<file path="config.mk">
export PLATFORM = sky130hd
export DESIGN_NAME = conv_window
export DESIGN_NICKNAME = d
export VERILOG_FILES = /design/src/design/conv_pkg.sv /design/src/design/conv_window.sv
export VERILOG_INCLUDE_DIRS = /design/src /design/src/design
export SDC_FILE = /design/constraint.sdc
export NUM_CORES = 1
export LEC_CHECK = 0
export ABC_AREA = 1
export BUFFER_PORTS_ARGS = -buffer_cell sky130_fd_sc_hd__buf_2
export CORE_MARGIN = 1
export CORE_UTILIZATION = 50
export CTS_BUF_LIST = sky130_fd_sc_hd__clkbuf_16
export DETAILED_ROUTE_END_ITERATION = 10
export PLACE_DENSITY = 0.79
export SLEW_MARGIN = 25
export SYNTH_ARGS = -nofsm -noshare
export SYNTH_HDL_FRONTEND = slang
export SYNTH_SLANG_ARGS = --single-unit
</file>
<file path="constraint.sdc">
create_clock -name clk -period 6.9 [get_ports clk]
set_clock_uncertainty 0.15 [all_clocks]
set_input_delay 1.035 -clock clk [delete_from_list [all_inputs] [get_ports clk]]
set_output_delay 1.035 -clock clk [all_outputs]
set_load 0.02 [all_outputs]
</file>
<file path="src/design/conv_params.svh">
`ifndef CONV_PARAMS_SVH
`define CONV_PARAMS_SVH

////////////////////////////////////////////////////////////////////////////
// data format
////////////////////////////////////////////////////////////////////////////

// signed fixed point, 8 fractional bits
`define CONV_DATA_W      16
`define CONV_FRAC_BITS   8
`define CONV_ACC_W       40

////////////////////////////////////////////////////////////////////////////
// tile geometry
////////////////////////////////////////////////////////////////////////////

// row groups x lanes per group
`define CONV_PARA_X      3
`define CONV_PARA_Y      3
`define CONV_KERNEL_MAX  11
`define CONV_KSIZE_W     4
`define CONV_STEP_W      7

`endif

</file>
<file path="src/design/conv_pkg.sv">
`include "conv_params.svh"

package conv_pkg;

	localparam int NUM_LANES = `CONV_PARA_X * `CONV_PARA_Y;

	typedef logic signed [`CONV_DATA_W-1:0] pixel_t;
	typedef logic signed [`CONV_ACC_W-1:0] acc_t;

	// one pixel per lane, lane x*PARA_Y+y
	typedef struct packed {
		pixel_t [NUM_LANES-1:0] lane;
	} feat_vec_t;

	// output tile, row-major
	typedef struct packed {
		pixel_t [NUM_LANES-1:0] px;
	} result_t;

	typedef enum logic [1:0] {
		WIN_HOLD,
		WIN_LOAD,
		WIN_SHIFT,
		WIN_ROW
	} win_op_t;

	typedef enum logic [1:0] {
		ST_IDLE,
		ST_RUN,
		ST_FLUSH
	} ctrl_state_t;

	typedef struct packed {
		logic clear;
		logic en;
		logic capture;
	} mac_ctrl_t;

endpackage

</file>
<file path="src/design/conv_window.sv">
`include "conv_params.svh"

module conv_window (
	input  logic                clk,
	input  logic                rst,
	input  conv_pkg::win_op_t   win_op,
	input  conv_pkg::feat_vec_t feat_in,
	output conv_pkg::feat_vec_t taps
);
	import conv_pkg::*;

	// current window row and saved leading pixels, per group
	pixel_t win_q  [`CONV_PARA_X][`CONV_PARA_Y];
	pixel_t head_q [`CONV_PARA_X][`CONV_PARA_Y];

	always_ff @(posedge clk)
	begin
		case (win_op)
			WIN_LOAD:
			begin
				for (int x = 0; x < `CONV_PARA_X; x++)
				begin
					for (int y = 0; y < `CONV_PARA_Y; y++)
					begin
						win_q[x][y]  <= feat_in.lane[x*`CONV_PARA_Y+y];
						head_q[x][y] <= feat_in.lane[x*`CONV_PARA_Y+y];
					end
				end
			end
			WIN_SHIFT:
			begin
				// one new column pixel per group, group x on lane x
				for (int x = 0; x < `CONV_PARA_X; x++)
				begin
					for (int y = 0; y < `CONV_PARA_Y - 1; y++)
					begin
						win_q[x][y] <= win_q[x][y+1];
					end
					win_q[x][`CONV_PARA_Y-1] <= feat_in.lane[x];
				end
			end
			WIN_ROW:
			begin
				// upper groups reuse the head of the group below
				for (int x = 0; x < `CONV_PARA_X - 1; x++)
				begin
					for (int y = 0; y < `CONV_PARA_Y; y++)
					begin
						win_q[x][y]  <= head_q[x+1][y];
						head_q[x][y] <= head_q[x+1][y];
					end
				end
				// bottom group reads the new row
				for (int y = 0; y < `CONV_PARA_Y; y++)
				begin
					win_q[`CONV_PARA_X-1][y]  <= feat_in.lane[y];
					head_q[`CONV_PARA_X-1][y] <= feat_in.lane[y];
				end
			end
			default:
			begin
			end
		endcase
	end

	always_comb
	begin
		for (int x = 0; x < `CONV_PARA_X; x++)
		begin
			for (int y = 0; y < `CONV_PARA_Y; y++)
			begin
				taps.lane[x*`CONV_PARA_Y+y] = win_q[x][y];
			end
		end
	end

	assert property (@(posedge clk) disable iff (!rst) !$isunknown(win_op));

endmodule

</file>
==> metrics.log, run 1 <==
[metrics] count of distinct cell types in the synthesized netlist: 11
[metrics] clock buffer count from CTS: 26
[metrics] number of clock sinks: 240
[metrics] total die area: roughly 0.023 mm2
[metrics] Pwr Density: around 280 mW/mm2
[metrics] Vias per Instance: 5.85
[metrics] # port buffers: 290
[metrics] setup slack, reg-to-reg: 5.77 ns
[metrics] post-route clock period utilization: 50.1%
[metrics] final critical-path required period: 3.46 ns
[metrics] Synth Net Count: 1248
[metrics] Total Power Consumption: around 0.0037 W
[metrics] worst setup slack after placement: 2.97 ns
[metrics] final core area utilization: 61.0%
[metrics] final worst setup slack: 3.44 ns
[metrics] final antenna-violating net count: 0
[metrics] CTS hold repair buffers: 0
[metrics] setup repair after global routing missed its margin: no
[metrics] Crit Path Category: input port to register
[metrics] placeable core region: 0.0219 mm2
[metrics] slew at the pin closest to its max-slew limit: 1.03 ns
[metrics] average size of a mapped cell: 10.2 um2
[metrics] via count of the first global-routing pass: 8552
[metrics] via count: 9626
[metrics] part of the Yosys area used for sequential elements: 64.4%
[metrics] Clk pin slew, worst setup/hold paths: 0.06 ns
[metrics] total track usage: 30.0%
[metrics] Max Cap Violations: 0
[metrics] remaining design rule violation count: 0
[metrics] maximum number of pins on one net before global-route repair: between 100 and 150
[metrics] max-slew headroom at the worst pin: between 30% and 40%
[metrics] worst-case vdd ir drop: between 0.2 and 0.25 mV
[metrics] biggest fanout along the worst timing path: roughly 100
[metrics] overall overflow remaining after global route: 0
[metrics] run status: finished, final reports clean
[metrics] cells taking the most area after synthesis: sky130_fd_sc_hd__edfxtp_1 (64%), sky130_fd_sc_hd__nand3_1 (18%), sky130_fd_sc_hd__nand2_1 (12%)
[metrics] clock tree root driver cell: sky130_fd_sc_hd__clkbuf_16
[metrics] routability congestion estimate: ~0.94
[metrics] Register Area: 0.00721 mm2
[metrics] number of synthesized register bits: 240
[metrics] number of hold-slack violations in the final timing report: 0
[metrics] Placement Cell Area: 0.0125 mm2
[metrics] Horiz. Die Dim: 152 um
[metrics] Worst Setup End Kind: register
[metrics] total detailed-routing wirelength: around 35000 um
[metrics] leakage power summed over all cells: 6.06 nW
[metrics] Design Area, Final: 0.0133 mm2
[metrics] layout filler cell count: 1872
[metrics] data required time of the worst path: roughly 6.9 ns
[metrics] share of Yosys cell area claimed by the top area cell type: 64.4%
[metrics] clock tree from TritonCTS: done
[metrics] post-cts sizing count: 0
[metrics] kind of start point of the critical path: input port
[metrics] initial core utilization: 51.1%
[metrics] final total negative setup slack: 0 ns
[metrics] top cell type by total area after synthesis: sky130_fd_sc_hd__edfxtp_1
[metrics] data arrival at the endpoint of the critical path: 3.46 ns
[metrics] maximum buffer depth of the clock tree: 3
[metrics] Setup Buffers After CTS: 0
[metrics] Synth Cell Area: 0.0112 mm2
[metrics] number of rows in the core area: 54
[metrics] count of final setup violators: 0
[metrics] share of layout cells above drive strength 1: 24.6%
[metrics] max frequency: 289 MHz
[metrics] sum of net half-perimeters after detailed placement: 24200 um
[metrics] Worst-Skew Late Latency: 0.53 ns
[metrics] first-pass GRT wire length: 50600 um
[metrics] final-report max-slew violation count: 0
[metrics] Multi-input gate area: approximately 0.0034 mm2
[metrics] Yosys warning count: 0
[metrics] I/O pin total: 292
[metrics] count of H-tree levels built during CTS: 1
[metrics] router iterations before antenna repair: 5
[metrics] post-synthesis instance total: 1100
[metrics] chip height: 152 um
[metrics] WL per Instance: between 20 and 25 um
[metrics] number of antenna violations at the first check in global routing: 10
[metrics] type of the tightest min-delay check: register to register
[metrics] Area Overhead vs Synth: 19.2%
[metrics] number of nets at the end of the flow: 1485
[metrics] number of design-rule violations left by the first detailed-router iteration: ~1000
==> power by group <==
| part | switching (W) | total [W] | internal [W] |
|---|---|---|---|
| Sequential | 0.0000732 | 0.00186 | 0.00178 |
| Clock | 0.000554 | 0.00133 | 0.000773 |
| Combinational | 0.000390 | 0.000556 | 0.000166 |
| Total | 0.00102 | 0.00374 | 0.00272 |
==> cells by family after synthesis <==
family | Yosys count | share of synthesized area [%]
compound gates | 2 | 0.0895
buf+inv | 92 | 5.28
flops | 240 | 64.4
simple gates | 766 | 30.2
==> routing by layer <==
layer / global-route usage [%] / wire (um) / vias to the layer above / part of all wire (%)
met5: 0 / 10 / - / 0.028
met4: 14.4 / 1720 / 2 / 4.9
met3: 6.59 / 4250 / 86 / 12
met2: 45.1 / 15900 / 626 / 45
met1: 41.5 / 13300 / 4538 / 38
li1: - / - / 4374 / -
==> cell usage in the layout, fill, tap and decap left out, types with 7 or more instances in the layout <==
cell type / Yosys / final
sky130_fd_sc_hd__buf_2: 55 / 288
sky130_fd_sc_hd__buf_4: 17 / 7
sky130_fd_sc_hd__clkbuf_16: 0 / 27
sky130_fd_sc_hd__clkinv_1: 0 / 7
sky130_fd_sc_hd__diode_2: 0 / 10
sky130_fd_sc_hd__edfxtp_1: 240 / 240
sky130_fd_sc_hd__inv_1: 1 / 9
sky130_fd_sc_hd__nand2_1: 366 / 365
sky130_fd_sc_hd__nand3_1: 399 / 399
==> area by class of cell <==
type                    instances  share of cell area [%]
flip-flops and latches        240                    54.0
multi-input cells             768                    25.5
repair buffers                298                    11.6
clock buffers                  27                    5.06
well taps                     280                    2.63
clock inverters                19                   0.947
diodes                         10                   0.188
inverters                       3                   0.122
==> worst max-delay path: stages <==
cell and delay (ns):
sky130_fd_sc_hd__clkbuf_8 0.57, sky130_fd_sc_hd__inv_4 0.47, sky130_fd_sc_hd__nand2_4 0.74, sky130_fd_sc_hd__buf_12 0.48
==> cell usage after synthesis <==
master / number
sky130_fd_sc_hd__buf_4: 17
sky130_fd_sc_hd__nand2_1: 366
sky130_fd_sc_hd__buf_2: 55
sky130_fd_sc_hd__inv_1: 1
sky130_fd_sc_hd__clkbuf_1: 2
sky130_fd_sc_hd__nand2_4: 1
sky130_fd_sc_hd__edfxtp_1: 240
sky130_fd_sc_hd__inv_2: 2
sky130_fd_sc_hd__buf_6: 15
sky130_fd_sc_hd__o21ai_0: 2
sky130_fd_sc_hd__nand3_1: 399
==> state kept, by name, indices dropped and copies added (netlist names) <==
signal and flops:
win_q 144, head_q 96
==> final timing paths <==
path                               startpoint             to  depth (start not counted)
worst max-delay path                win_op[0]  win_q[0][100]                          4
worst min-delay path            head_q[1][14]   win_q[0][14]                          2
worst max register to register  win_q[0][118]  win_q[0][134]                          2
worst min register to register  head_q[1][14]   win_q[0][14]                          2
==> metrics by stage <==
step | hold WS [ns] | cells
finish | 0.400 | 1645
detailed placement | 0.403 | 1589
global route | 0.440 | 1640
global placement | 0.395 | 1589
floorplan | 0.392 | 1100
CTS | 0.404 | 1635
No activity file was read; power rests on OpenSTA's default activity.
==> run 2, diff against run 1 <==
- ABC_AREA: 1 -> 0
- clock period: 6.9 -> 3.55 ns (I/O delays scaled with it)
==> metrics.log, run 2 <==
[metrics] Clock power frac: 37.2%
[metrics] internal power: 0.00551 W
[metrics] cells taking the most area after synthesis: sky130_fd_sc_hd__edfxtp_1 (64%), sky130_fd_sc_hd__mux2i_1 (11%), sky130_fd_sc_hd__mux2_2 (7.2%)
[metrics] delay of the slowest cell on the worst path: 0.49 ns
[metrics] Worst-Skew Late Latency: 0.52 ns
[metrics] top library cells by usage in the layout, fill and taps aside: sky130_fd_sc_hd__buf_2 (288), sky130_fd_sc_hd__edfxtp_1 (240), sky130_fd_sc_hd__mux2i_1 (128), sky130_fd_sc_hd__nor2_1 (128), sky130_fd_sc_hd__a21oi_1 (128)
[metrics] WL per Instance: 19.0 um
[metrics] worst flop-to-flop path startpoint: win_q[0][116]
[metrics] largest family of logic cells by synthesized area: multiplexers
[metrics] capture point of the critical path: taps[115]
[metrics] type of the tightest min-delay check: input port to register
[metrics] Horiz. Die Dim: around 150 um
[metrics] placeable core region: 0.0219 mm2
[metrics] via count of the first global-routing pass: approximately 7000
[metrics] R2R depth: 2
[metrics] router iterations before antenna repair: 5
[metrics] Synth Net Count: approximately 940
[metrics] number of design-rule violations left by the first detailed-router iteration: 498
[metrics] initial core utilization: 51.2%
[metrics] kind of start point of the critical path: register
[metrics] Multi-input gate area: about 0.0037 mm2
[metrics] total die area: 0.0230 mm2
[metrics] run status: finished, final reports clean
[metrics] data required time of the worst path: between 2 and 3 ns
[metrics] post-synthesis instance total: roughly 790
[metrics] Area Overhead vs Synth: 22.8%
[metrics] Clk pin slew, worst setup/hold paths: approximately 0.060 ns
[metrics] total detailed-routing wirelength: about 26000 um
[metrics] final antenna-violating net count: 0
[metrics] post-synthesis async set-or-reset flop share: 0%
[metrics] number of buffer and inverter stages on the critical path: 1
[metrics] biggest registers after layout: win_q (144), head_q (96)
[metrics] number of synthesized register bits: 240
[metrics] share of layout cells above drive strength 1: 37.8%
[metrics] Worst Min Path Start: feat_in[49]
[metrics] Vias per Instance: 5.42
[metrics] number of antenna violations at the first check in global routing: 4
[metrics] worst reg2reg path endpoint: win_q[0][132]
[metrics] maximum number of pins on one net before global-route repair: between 100 and 150
[metrics] average size of a mapped cell: 14.1 um2
[metrics] CTS hold repair buffers: 0
[metrics] Sw Share: 25.0%
[metrics] leading cell type in the layout, fill and taps excluded: sky130_fd_sc_hd__buf_2
[metrics] clock tree from TritonCTS: done
[metrics] # port buffers: between 200 and 300
[metrics] top cell type by total area after synthesis: sky130_fd_sc_hd__edfxtp_1
[metrics] final-report max-slew violation count: 0
[metrics] clock tree root driver cell: sky130_fd_sc_hd__clkbuf_16
[metrics] startpoint of the most critical setup path: win_q[0][115]
[metrics] Post-Route Hold Slack: 0.160 ns
[metrics] post-cts sizing count: 0
[metrics] clock buffer count from CTS: 26
[metrics] worst-case vdd ir drop: roughly 0.36 mV
[metrics] slew at the pin closest to its max-slew limit: 0.727 ns
[metrics] biggest fanout along the worst timing path: 3
[metrics] Yosys warning count: 0
[metrics] number of flops mapped to enable cells by yosys: 240
[metrics] via count: 7446
[metrics] I/O pin total: 292
[metrics] routability congestion estimate: around 0.84
[metrics] number of nets at the end of the flow: around 1200
[metrics] overall overflow remaining after global route: 0
[metrics] top cell types by occurrence after synthesis: sky130_fd_sc_hd__edfxtp_1 (240), sky130_fd_sc_hd__a21oi_1 (128), sky130_fd_sc_hd__mux2i_1 (128), sky130_fd_sc_hd__nor2_1 (128), sky130_fd_sc_hd__mux2_2 (72)
[metrics] area share of and/or/nand/nor cells after synthesis: 4.38%
[metrics] xor and xnor fraction of the mapped netlist area: 0%
[metrics] Total Power Consumption: approximately 0.0074 W
[metrics] count of H-tree levels built during CTS: 1
[metrics] number of flip-flops under the largest register name: 144
[metrics] final critical-path required period: roughly 1.9 ns
[metrics] Setup Buffers After CTS: 0
[metrics] number of rows in the core area: 54
[metrics] CP max stage cell: sky130_fd_sc_hd__edfxtp_1
[metrics] critical path depth in cells: 1
[metrics] remaining design rule violation count: 0
[metrics] sum of net half-perimeters after detailed placement: 17700 um
[metrics] multiplexer fraction of the synthesized cell area: around 23%
[metrics] Crit Path Category: register to output port
[metrics] share of power burned in combinational logic: 14.2%
[metrics] Switching Power: 0.00184 W
[metrics] part of the Yosys area used for sequential elements: between 60% and 70%
[metrics] share of Yosys cell area claimed by the top area cell type: 64.3%
[metrics] count of distinct cell types in the synthesized netlist: 13
[metrics] portion of total power attributed to sequential cells: 48.6%
[metrics] Max Cap Violations: 0
[metrics] Worst Setup End Kind: output port
[metrics] max-slew headroom at the worst pin: between 50% and 60%
[metrics] cell with the most instances after synthesis: sky130_fd_sc_hd__edfxtp_1
[metrics] number of clock sinks: 240
[metrics] count of final setup violators: 0
[metrics] layout filler cell count: 1686
[metrics] total track usage: ~22%
[metrics] chip height: 152 um
[metrics] leakage power summed over all cells: between 5 and 6 nW
[metrics] most common flop cell mapped by yosys: sky130_fd_sc_hd__edfxtp_1
[metrics] final core area utilization: between 60% and 70%
[metrics] Design Area, Final: 0.0138 mm2
[metrics] Synth Cell Area: 0.0112 mm2
[metrics] Placement Cell Area: 0.0129 mm2
[metrics] setup slack, reg-to-reg: 2.33 ns
[metrics] Pwr Density: 535 mW/mm2
[metrics] maximum buffer depth of the clock tree: 3
[metrics] Register Area: 0.00721 mm2
[metrics] post-route clock period utilization: 53.6%
[metrics] Synth Area in Adders: 0%
[metrics] final total negative setup slack: 0 ns
[metrics] data arrival at the endpoint of the critical path: ~1.2 ns
[metrics] kind of cell adding the most delay to the critical path: flip-flops
[metrics] max frequency: 525 MHz
[metrics] number of hold-slack violations in the final timing report: 0
[metrics] crit path cell chain: buf_2
[metrics] register name with the most flops: win_q
[metrics] first-pass GRT wire length: slightly below 40000 um
[metrics] setup repair after global routing missed its margin: no
[metrics] Compound-Gate Fraction of Synth Area: 5.72%
## run 2: cell types whose count changed after synthesis, sizes merged
cell / previous run / this run
nand3: 399 / 0
mux2: 0 / 112
o21ai: 2 / 0
clkbuf: 2 / 7
a21oi: 0 / 128
buf: 87 / 49
nand2: 367 / 1
or2: 0 / 1
inv: 3 / 0
nor2: 0 / 128
mux2i: 0 / 128
## run 2: worst min path at each step
stage	to	slack, ns	cells after the start
6_report	head_q[1][33]	0.16	2
5_1_grt	head_q[1][33]	0.15	2
4_1_cts	head_q[1][43]	0.14	2
3_5_place_dp	head_q[1][35]	0.39	1
3_3_place_gp	head_q[1][36]	0.38	1
2_1_floorplan	head_q[1][10]	0.38	1
## run 2: stage by stage
stage,std cells,setup WS (ns)
2_1_floorplan,794,0.105
3_3_place_gp,1319,1.13
3_5_place_dp,1319,1.12
4_1_cts,1366,1.63
5_1_grt,1369,1.57
6_report,1374,1.65
## run 2: layer usage
layer  vias to the layer above  GRT usage, %  wire length (um)
met3                        50          3.86              1750
met2                       279          31.7             11700
met4                         2          8.42               618
met5                         -             0                13
li1                       3549             -                 -
met1                      3566          32.8             11900
## run 2: power groups by stage
| stage | clock network (W) | logic [W] | registers [W] |
|---|---|---|---|
| floorplan | 0 | 0.000447 | 0.00382 |
| global placement | 0 | 0.00103 | 0.00362 |
| detailed placement | 0 | 0.00104 | 0.00363 |
| CTS | 0.00278 | 0.00105 | 0.00357 |
| global route | 0.00288 | 0.00113 | 0.00360 |
| finish | 0.00273 | 0.00105 | 0.00357 |
## run 2: kinds of logic (layout without fill, tap and decap cells)
logic type	after synthesis	count (layout)
AND/OR/NAND/NOR	130	130
other	0	8
buffers and inverters	56	348
flip-flops	240	240
multiplexers	240	240
AO/OA/AOI/OAI	128	128
## run 2: final cells by class
cell class	count	share of cell area [%]
multi-input cells	498	26.8
diodes	8	0.146
repair buffers	301	11.8
flip-flops and latches	240	52.4
clock buffers	27	4.91
well taps	280	2.55
clock inverters	20	1.37
## run 2: worst register-to-register path, delay by kind of cell (launching register included)
| family | cells | cell delay [ns] |
|---|---|---|
| mux | 1 | 0.26 |
| flops | 1 | 0.43 |
| compound gates | 1 | 0.11 |
