--- src/design/conv_params.svh ---
`ifndef CONV_PARAMS_SVH
`define CONV_PARAMS_SVH

////////////////////////////////////////////////////////////////////////////
// data format
////////////////////////////////////////////////////////////////////////////

// signed fixed point, 8 fractional bits
`define CONV_DATA_W      16
`define CONV_FRAC_BITS   8
`define CONV_ACC_W       40

////////////////////////////////////////////////////////////////////////////
// tile geometry
////////////////////////////////////////////////////////////////////////////

// row groups x lanes per group
`define CONV_PARA_X      3
`define CONV_PARA_Y      3
`define CONV_KERNEL_MAX  11
`define CONV_KSIZE_W     4
`define CONV_STEP_W      7

`endif

--- src/design/conv_pkg.sv ---
`include "conv_params.svh"

package conv_pkg;

	localparam int NUM_LANES = `CONV_PARA_X * `CONV_PARA_Y;

	typedef logic signed [`CONV_DATA_W-1:0] pixel_t;
	typedef logic signed [`CONV_ACC_W-1:0] acc_t;

	// one pixel per lane, lane x*PARA_Y+y
	typedef struct packed {
		pixel_t [NUM_LANES-1:0] lane;
	} feat_vec_t;

	// output tile, row-major
	typedef struct packed {
		pixel_t [NUM_LANES-1:0] px;
	} result_t;

	typedef enum logic [1:0] {
		WIN_HOLD,
		WIN_LOAD,
		WIN_SHIFT,
		WIN_ROW
	} win_op_t;

	typedef enum logic [1:0] {
		ST_IDLE,
		ST_RUN,
		ST_FLUSH
	} ctrl_state_t;

	typedef struct packed {
		logic clear;
		logic en;
		logic capture;
	} mac_ctrl_t;

endpackage

--- src/design/conv_ctrl.sv ---
`include "conv_params.svh"

module conv_ctrl (
	input  logic                     clk,
	input  logic                     rst,
	input  logic                     start,
	input  logic [`CONV_KSIZE_W-1:0] kernel_size,
	output conv_pkg::win_op_t        win_op,
	output conv_pkg::mac_ctrl_t      mac_ctrl,
	output logic                     busy,
	output logic                     done
);
	import conv_pkg::*;

	ctrl_state_t              state;
	logic [`CONV_KSIZE_W-1:0] ksize_q;
	logic [`CONV_KSIZE_W-1:0] col_cnt;
	logic [`CONV_KSIZE_W-1:0] row_cnt;
	logic [`CONV_STEP_W-1:0]  step_cnt;
	logic [`CONV_STEP_W-1:0]  kk_last;
	logic                     launch;
	logic                     last_step;

	assign launch    = (state == ST_IDLE) && start;
	assign last_step = (state == ST_RUN) && (step_cnt == kk_last);

	// window op for the step presented this cycle
	always_comb
	begin
		win_op = WIN_HOLD;
		if (launch)
			win_op = WIN_LOAD;
		else if (state == ST_RUN)
			win_op = (col_cnt == '0 && row_cnt != '0) ? WIN_ROW : WIN_SHIFT;
	end

	always_ff @(posedge clk or negedge rst)
	begin
		if (!rst)
		begin
			state    <= ST_IDLE;
			ksize_q  <= '0;
			col_cnt  <= '0;
			row_cnt  <= '0;
			step_cnt <= '0;
			kk_last  <= '0;
			mac_ctrl <= '0;
			busy     <= 1'b0;
			done     <= 1'b0;
		end
		else
		begin
			// MAC controls trail the window by one cycle
			mac_ctrl.clear   <= launch;
			mac_ctrl.en      <= launch || (state == ST_RUN);
			mac_ctrl.capture <= (state == ST_FLUSH);
			done             <= (state == ST_FLUSH);
			if (launch)
				busy <= 1'b1;
			else if (done)
				busy <= 1'b0;

			case (state)
				ST_IDLE:
				begin
					if (start)
					begin
						ksize_q  <= kernel_size;
						kk_last  <= `CONV_STEP_W'(kernel_size) * `CONV_STEP_W'(kernel_size)
							- `CONV_STEP_W'(1);
						col_cnt  <= `CONV_KSIZE_W'(1);
						row_cnt  <= '0;
						step_cnt <= `CONV_STEP_W'(1);
						// a 1x1 kernel is finished after step 0
						state    <= (kernel_size == `CONV_KSIZE_W'(1)) ? ST_FLUSH : ST_RUN;
					end
				end
				ST_RUN:
				begin
					step_cnt <= step_cnt + `CONV_STEP_W'(1);
					if (col_cnt == ksize_q - `CONV_KSIZE_W'(1))
					begin
						col_cnt <= '0;
						row_cnt <= row_cnt + `CONV_KSIZE_W'(1);
					end
					else
						col_cnt <= col_cnt + `CONV_KSIZE_W'(1);
					if (last_step)
						state <= ST_FLUSH;
				end
				default:
					state <= ST_IDLE;
			endcase
		end
	end

	assert property (@(posedge clk) disable iff (!rst) busy |-> !start);
	assert property (@(posedge clk) disable iff (!rst)
		busy |-> (ksize_q >= 1 && ksize_q <= `CONV_KERNEL_MAX));
	assert property (@(posedge clk) disable iff (!rst) done |=> !done);
	// step count and row/col counters agree on the last step
	assert property (@(posedge clk) disable iff (!rst)
		last_step |-> (row_cnt == ksize_q - 1 && col_cnt == ksize_q - 1));

endmodule

--- config.mk ---
export PLATFORM = sky130hd
export DESIGN_NAME = conv_ctrl
export DESIGN_NICKNAME = d
export VERILOG_FILES = /design/src/design/conv_pkg.sv /design/src/design/conv_ctrl.sv
export VERILOG_INCLUDE_DIRS = /design/src /design/src/design
export SDC_FILE = /design/constraint.sdc
export NUM_CORES = 1
export LEC_CHECK = 0
export ABC_AREA = 1
export BUFFER_PORTS_ARGS = -buffer_cell sky130_fd_sc_hd__buf_2
export CAP_MARGIN = 15
export CELL_PAD_IN_SITES_DETAIL_PLACEMENT = 0
export CELL_PAD_IN_SITES_GLOBAL_PLACEMENT = 1
export CORE_MARGIN = 4
export CORE_UTILIZATION = 45
export DETAILED_ROUTE_END_ITERATION = 10
export GPL_TIMING_DRIVEN = 0
export PLACE_DENSITY_LB_ADDON = 0.1
export SKIP_CTS_REPAIR_TIMING = 1
export SLEW_MARGIN = 20
export SYNTH_ARGS = -nofsm -noshare
export SYNTH_HDL_FRONTEND = slang
export SYNTH_SLANG_ARGS = --single-unit
--- constraint.sdc ---
create_clock -name clk -period 2.05 [get_ports clk]
set_clock_uncertainty 0.05 [all_clocks]
set_input_delay 0.205 -clock clk [delete_from_list [all_inputs] [get_ports clk]]
set_output_delay 0.205 -clock clk [all_outputs]
set_load 0.05 [all_outputs]
==> results of run 1 <==
[where the power goes]
part | switching (W) | internal [W]
Combinational | 0.000992 | 0.000556
Clock | 0.000239 | 0.000305
Sequential | 0.000174 | 0.000837
Total | 0.00141 | 0.00170
[logic make-up (layout without fill, tap and decap cells)]
| family | count (synthesis) | count (layout) |
|---|---|---|
| AO/OA/AOI/OAI | 39 | 39 |
| AND/OR/NAND/NOR | 101 | 101 |
| XOR/XNOR | 17 | 17 |
| buffers and inverters | 43 | 67 |
| flip-flops | 31 | 31 |
| adder cells (fa/ha/maj) | 14 | 14 |
[worst paths after layout]
kind                            depth (start not counted)  slack, ns     endpoint
worst max-delay path                                   14       0.03   kk_last[6]
worst min-delay path                                    2       0.12   kk_last[2]
worst max register to register                         11       0.42   row_cnt[2]
worst min register to register                          1       0.43         done
max in group asynchronous                               2       1.06  step_cnt[5]
min in group asynchronous                               2       0.45         busy
[worst max-delay path: stages]
cell	delay (ns)
sky130_fd_sc_hd__buf_8	0.11
sky130_fd_sc_hd__nand2_4	0.05
sky130_fd_sc_hd__ha_4	0.26
sky130_fd_sc_hd__xnor2_2	0.10
sky130_fd_sc_hd__inv_1	0.07
sky130_fd_sc_hd__fa_1	0.51
sky130_fd_sc_hd__ha_4	0.33
sky130_fd_sc_hd__o21ai_2	0.05
sky130_fd_sc_hd__nor2_1	0.09
sky130_fd_sc_hd__nand2_1	0.07
sky130_fd_sc_hd__nand2_1	0.07
sky130_fd_sc_hd__nand3_1	0.06
sky130_fd_sc_hd__nand3_1	0.10
sky130_fd_sc_hd__nand2_1	0.06
[through the flow]
step	utilization (%)	worst slack (ns)
floorplan	-	-0.128
global placement	52.8	-0.441
detailed placement	52.8	-0.457
CTS	55.4	-0.166
global route	58.5	-0.0833
finish	58.5	0.0289
[cells in the mapped netlist, types with 3 or more instances]
master | count | area share (%)
sky130_fd_sc_hd__dfrtp_1 | 31 | 40
sky130_fd_sc_hd__o21ai_0 | 23 | 5.9
sky130_fd_sc_hd__nor2_1 | 14 | 2.7
sky130_fd_sc_hd__nand2_1 | 54 | 10
sky130_fd_sc_hd__inv_2 | 3 | 0.58
sky130_fd_sc_hd__o21ai_1 | 3 | 0.77
sky130_fd_sc_hd__nor3_1 | 3 | 0.77
sky130_fd_sc_hd__inv_1 | 34 | 6.5
sky130_fd_sc_hd__a21oi_1 | 9 | 2.3
sky130_fd_sc_hd__nand3_1 | 18 | 4.6
sky130_fd_sc_hd__xor2_1 | 9 | 4.0
sky130_fd_sc_hd__ha_1 | 13 | 8.3
sky130_fd_sc_hd__nand2_2 | 5 | 1.6
sky130_fd_sc_hd__xnor2_1 | 8 | 3.6
[final cells by class]
| cell class | count | area [sq um] |
|---|---|---|
| Tap cell | 50 | 62.6 |
| Inverter | 37 | 141 |
| Buffer | 6 | 73.8 |
| Multi-Input combinational cell | 171 | 1110 |
| Clock buffer | 7 | 96.3 |
| Timing Repair Buffer | 16 | 120 |
| Fill cell | 406 | 1700 |
| Sequential cell | 31 | 776 |
| Clock inverter | 1 | 7.51 |
[flip-flops by register name (all words and copies together) (netlist names)]
name / cells
mac_ctrl: 2
done: 1
col_cnt: 4
kk_last: 6
ksize_q: 4
busy: 1
step_cnt: 7
row_cnt: 4
state: 2
[routing by layer]
metal,vias to the layer above,share of wire (%)
li1,826,-
met1,721,46
met2,19,49
met3,8,3.0
met4,0,1.7
met5,-,0
==> results.md, run 1 <==
- Run status: completed
- Vias post-DR: about 1600
- Clock input transition at the sequential cells of the worst setup and hold paths: about 0.07 ns
- Top flip-flop cell by instance count after synthesis: sky130_fd_sc_hd__dfrtp_1
- Post-route insts no fill: around 320
- Overall power consumption: between 0.003 and 0.004 W
- Detailed Route WL: 3960 microns
- Synthesized-area fraction occupied by adder cells: approximately a tenth
- Wire length of the first global-routing pass: approximately 6800 microns
- Area of the mapped netlist: 1950 sq um
- Launching element type of the critical path: input pin
- Die height: between 70 and 80 microns
- Buffer cell driving the clock tree root: sky130_fd_sc_hd__clkbuf_8
- Detail-routed via count per cell: roughly 5
- GRT met2 Usage: between 20% and 30%
- Complex-gate fraction of the synthesized area: about a tenth
- ANT cells: 0
- Placed wire-length estimate: approximately 2900 microns
- Post-synthesis simple-gate area fraction: between 20% and 30%
- Die width: 73.8 microns
- Length of the first detailed-routing pass in iterations: 4
- Gp weighted congestion: approximately 0.77
- Highest-utilization routing layer at the global route stage: met2
- Multiplexer share of the synthesized area: 0%
- Flip-flop and latch count after synthesis: 31
- Area of the die: 5450 sq um
- Hold path startpoint: kernel_size[1]
- CP Capture Type: flop
- DRC violation count after routing: 0
- Commonest non-fill, non-tap cells in the layout: sky130_fd_sc_hd__nand2_1 (51), sky130_fd_sc_hd__inv_1 (32), sky130_fd_sc_hd__dfrtp_1 (31)
- Share of cells above drive strength 1: between 20% and 30%
- Number of levels in the clock H-tree: 2
- Syn-to-layout area delta: 22.5%
- All-layer global routing usage: 16.2%
- Routed len/inst: around 12 microns
- Leakage component of the power: 1.21 nW
- Slew Limit Fails: 0
- Critical R2R Launch: ksize_q[0]
- Clock latency on the worst-skew pair: 0.28 ns
- Final setup violating endpoints: 0
- Slew at the pin with the worst max-slew slack: a little under 0.7 ns
- Setup repair after global routing missed its margin: true
- Dominant combinational cell family by area after synthesis: simple AND/OR/NAND/NOR gates
- # rows: 23
- Beginning of the critical path: kernel_size[1]
- VDD IR max: between 600 and 700 uV
- Floorplan Core Area: a little over 4000 sq um
- Synth async-reset ratio: 100%
- Met3 Resource Use GR: 3.42%
- Min-Delay Path Class: in -> reg
- Synthesized-area fraction occupied by xor and xnor cells: roughly 7.6%
- Most common cell after layout, fill and taps aside: sky130_fd_sc_hd__nand2_1
- Detailed router's first-iteration violation count: 39
- CTS max path bufs: 2
- Post-route cell area: about 2400 sq um
- Sum of overflow across all layers after global routing: 0
- Number of top-level design ports: 14
- Largest fanout on the critical path: 6
- CTS tree: yes
- Sinks on the clock net: 31
- Final hold viol count: 0
- Vias in the first global route: approximately 1500
- Number of flops mapped to enable cells by yosys: 0
- Initial core utilization: between 40% and 50%
- # nets final: ~290
- Instance area at placement: between 2000 and 2500 sq um
- Time the worst path needs with I/O delays and setup: a little over 2 ns
- Setup tns final: 0 ns
- Maximum operating frequency: roughly 0.49 GHz
- Average cell area after synthesis: between 7 and 8 sq um
- # port buffers: 11
- Cts bufs inserted: 5
- Global Route met1 Usage: between 20 and 25%
- Maximum Capacitance Violations: 0
- Classification of the worst setup path: in -> reg
- Largest net degree at the start of global routing: 32
- CP Data Arrival Time: 2.15 ns
- Worst slew slack as a fraction of its limit: roughly 54%
- Seq/Total Area, Yosys: around two fifths
- Number of warnings printed during yosys synthesis: 0
- Synthesized net count: around 270
- Count of mapped cells out of synthesis: about 250
- Initial antenna violation count: 0
- Post-synth cell types: 30
- Worst slack on hold paths: about 0.12 ns
- Routed Antenna Nets: 0
- Number of cells in the design after placement: between 300 and 400
- Data required time of the critical path: about 2.2 ns
- Tcrit/Tclk final: 98.6%
- Power density relative to cell area: roughly 1300 nW/um^2
(Power assumes the default switching activity.)
==> inputs of run 2 (changes only) <==
==> constraint.sdc (replaced) <==
create_clock -name clk -period 2.05 [get_ports clk]
set_clock_uncertainty 0.05 [all_clocks]
set_input_delay 0.3075 -clock clk [delete_from_list [all_inputs] [get_ports clk]]
set_output_delay 0.3075 -clock clk [all_outputs]
set_load 0.05 [all_outputs]
==> run 2 against run 1 <==
  * The run now ends with setup timing left
  * Die area stayed put
  * Worst setup slack got worse by 0.10 ns
  * Combinational power is essentially flat
==> results.md, run 2 (same netlist as run 1, synthesis figures left out) <==
- Largest registers ranked by flip-flop count: step_cnt: 7 flops, kk_last: 6 flops
- DRC violation count after routing: 0 (unchanged)
- Slew at the pin with the worst max-slew slack: 0.684 ns (-0.00519 ns)
- Most common cell after layout, fill and taps aside: sky130_fd_sc_hd__nand2_1
- Clock latency on the worst-skew pair: 0.28 ns (about the same)
- Number of levels in the clock H-tree: 2 (unchanged)
- Time the worst path needs with I/O delays and setup: 2.12 ns (+0.104 ns)
- CTS max path bufs: 2 (unchanged)
- Library cell appearing most often on the critical path: sky130_fd_sc_hd__nand2_1
- Vias in the first global route: 1512 (unchanged)
- Initial antenna violation count: 0 (unchanged)
- Final hold viol count: 0 (unchanged)
- Leakage component of the power: 1.21 nW (-0.34%)
- Gate power share: 49.9% (about the same)
- Launching element type of the critical path: input pin
- VDD IR max: 657 uV (-0.37%)
- Commonest non-fill, non-tap cells in the layout: sky130_fd_sc_hd__nand2_1 (51), sky130_fd_sc_hd__inv_1 (32), sky130_fd_sc_hd__dfrtp_1 (31)
- # nets final: 288 (-0.35%)
- Initial core utilization: 47.7% (unchanged)
- Gp weighted congestion: 0.770 (unchanged)
- Sum of overflow across all layers after global routing: 0 (unchanged)
- Violated checks: setup timing
- Run status: complete, but fails checks
- CP Capture Type: flop
- Share of cells above drive strength 1: 21.6% (-0.29 points)
- Switching pwr: 0.00140 W (-0.10%)
- Switching part of the total power: 45.2% (-0.069 points)
- Slowest-stage cell, CP: sky130_fd_sc_hd__fa_1
- Die width: 73.8 microns (unchanged)
- Area of the die: 5450 sq um (unchanged)
- Syn-to-layout area delta: 21.9%
- Slew Limit Fails: 0 (unchanged)
- All-layer global routing usage: 16.2% (unchanged)
- Register ranked first by flip-flop count: step_cnt
- Overall power consumption: 0.00311 W (about the same)
- Placed wire-length estimate: 2860 microns (unchanged)
- Detailed router's first-iteration violation count: 40 (+2.6%)
- Data required time of the critical path: 2.18 ns (about the same)
- Cts bufs inserted: 5 (unchanged)
- Sinks on the clock net: 31 (unchanged)
- Largest delay contributor family on the critical path: adder cells
- Detailed Route WL: 3950 microns (-0.40%)
- # port buffers: 11 (unchanged)
- Power density relative to cell area: 1310 nW/um^2 (+0.47%)
- Min-Delay Path Class: in -> async
- Buf/Inv on CP: 2 (unchanged)
- CTS tree: yes
- Tcrit/Tclk final: 104% (+5.1 points)
- Classification of the worst setup path: in -> reg
- Post-layout utilization of the core: 58.2% (-0.24 points)
- Area of all sequential standard cells: 776 sq um (unchanged)
- Maximum Capacitance Violations: 0 (unchanged)
- Routed Antenna Nets: 0 (unchanged)
- Sequential group share of total power: 32.5% (about the same)
- Multi-input combinational cell area: 1110 sq um (-0.23%)
- Worst slew slack as a fraction of its limit: 54.4% (+0.35 points)
- Clock group share of total power: 17.5% (about the same)
- Vias post-DR: 1572 (-0.13%)
- Length of the first detailed-routing pass in iterations: 4 (unchanged)
- # rows: 23 (unchanged)
- Largest fanout on the critical path: 6 (unchanged)
- Clock input transition at the sequential cells of the worst setup and hold paths: 0.07 ns (about the same)
- Die height: 73.8 microns (unchanged)
- ANT cells: 0 (unchanged)
- Number of top-level design ports: 14 (unchanged)
- Setup repair after global routing missed its margin: true
- Floorplan Core Area: 4090 sq um (unchanged)
- Largest net degree at the start of global routing: 32 (unchanged)
- Post-route worst setup slack: -0.0747 ns (-0.104 ns)
- Final setup violating endpoints: 2 (+2)
- Buffer cell driving the clock tree root: sky130_fd_sc_hd__clkbuf_8
- Setup tns final: -0.0862 ns (-0.0862 ns)
- Detail-routed via count per cell: 4.94 (+0.19%)
- CP Data Arrival Time: 2.25 ns (+0.10 ns)
- Number of flip-flops under the largest register name: 7 (unchanged)
- Critical path, cell by cell: buf_8, nand2_4, ha_4, xnor2_2, inv_1, fa_1, ha_4, o21ai_2, nor2_1, nand2_1, nand2_1, nand3_1, nand3_1, nand2_1
- Internal Dissipation: 0.00170 W (+0.18%)
- Maximum operating frequency: 0.471 GHz (-4.9%)
- CP max stage delay: 0.51 ns (about the same)
- Routed len/inst: 12.4 microns (about the same)
- Wire length of the first global-routing pass: 6800 microns (unchanged)
- Number of inserted filler cells in the final layout: 403 (-0.74%)
[run 2: through the flow]
| step | hold WS (ns) | worst slack (ns) | cell area (sq um) | std cells |
|---|---|---|---|---|
| global route | 0.0571 | -0.186 | 2380 | 318 |
| global placement | 0.336 | -0.544 | 2160 | 306 |
| finish | 0.00897 | -0.0747 | 2380 | 318 |
| detailed placement | 0.339 | -0.559 | 2160 | 306 |
| CTS | 0.0227 | -0.268 | 2260 | 314 |
| floorplan | -0.0381 | -0.231 | 2040 | 245 |
[run 2: area by class of cell]
type	instances	area share, %
Buffer	6	3.10
Clock inverter	1	0.316
Clock buffer	7	4.05
Inverter	37	5.94
Timing Repair Buffer	15	4.73
Tap cell	50	2.63
Sequential cell	31	32.6
Multi-Input combinational cell	171	46.6
[run 2: path summary, 6_finish.rpt]
check                                from          end  slack [ns]  depth (start not counted)
max                        kernel_size[1]   kk_last[6]       -0.07                         14
min                                   rst         busy       0.009                          1
max reg2reg                    ksize_q[0]   row_cnt[2]        0.42                         11
min reg2reg                      state[0]         done        0.43                          1
max in group asynchronous             rst  step_cnt[5]        1.50                          1
min in group clk           kernel_size[1]   kk_last[2]        0.23                          2
[run 2: power groups by stage]
stage | registers [W] | logic (W) | clock network, W
after detailed placement | 0.00102 | 0.00151 | 0
after CTS | 0.00101 | 0.00152 | 0.000558
after global routing | 0.00104 | 0.00177 | 0.000574
after global placement | 0.00102 | 0.00149 | 0
after floorplan | 0.00108 | 0.00112 | 0
final | 0.00101 | 0.00155 | 0.000544
[run 2: worst register-to-register path, cell delays in order (launching register included)]
cell	delay, ns
sky130_fd_sc_hd__dfrtp_1	0.37
sky130_fd_sc_hd__inv_1	0.11
sky130_fd_sc_hd__ha_1	0.26
sky130_fd_sc_hd__inv_1	0.06
sky130_fd_sc_hd__nand2_1	0.05
sky130_fd_sc_hd__nand2_1	0.07
sky130_fd_sc_hd__nand3_1	0.11
sky130_fd_sc_hd__nor2_4	0.14
sky130_fd_sc_hd__nand3_2	0.12
sky130_fd_sc_hd__nand2_1	0.11
sky130_fd_sc_hd__nand2_1	0.06
sky130_fd_sc_hd__nand2_1	0.07
[run 2: per-layer routing]
layer  global-route usage, %  share of wire, %  wire [microns]  vias to the layer above
li1                        -                 -               -                      824
met1                    20.7                46            1820                      720
met2                    26.6                49            1930                       20
met3                    3.42               3.1             123                        8
met4                    6.64               1.7              68                        0
met5                       0                 0               0                        -
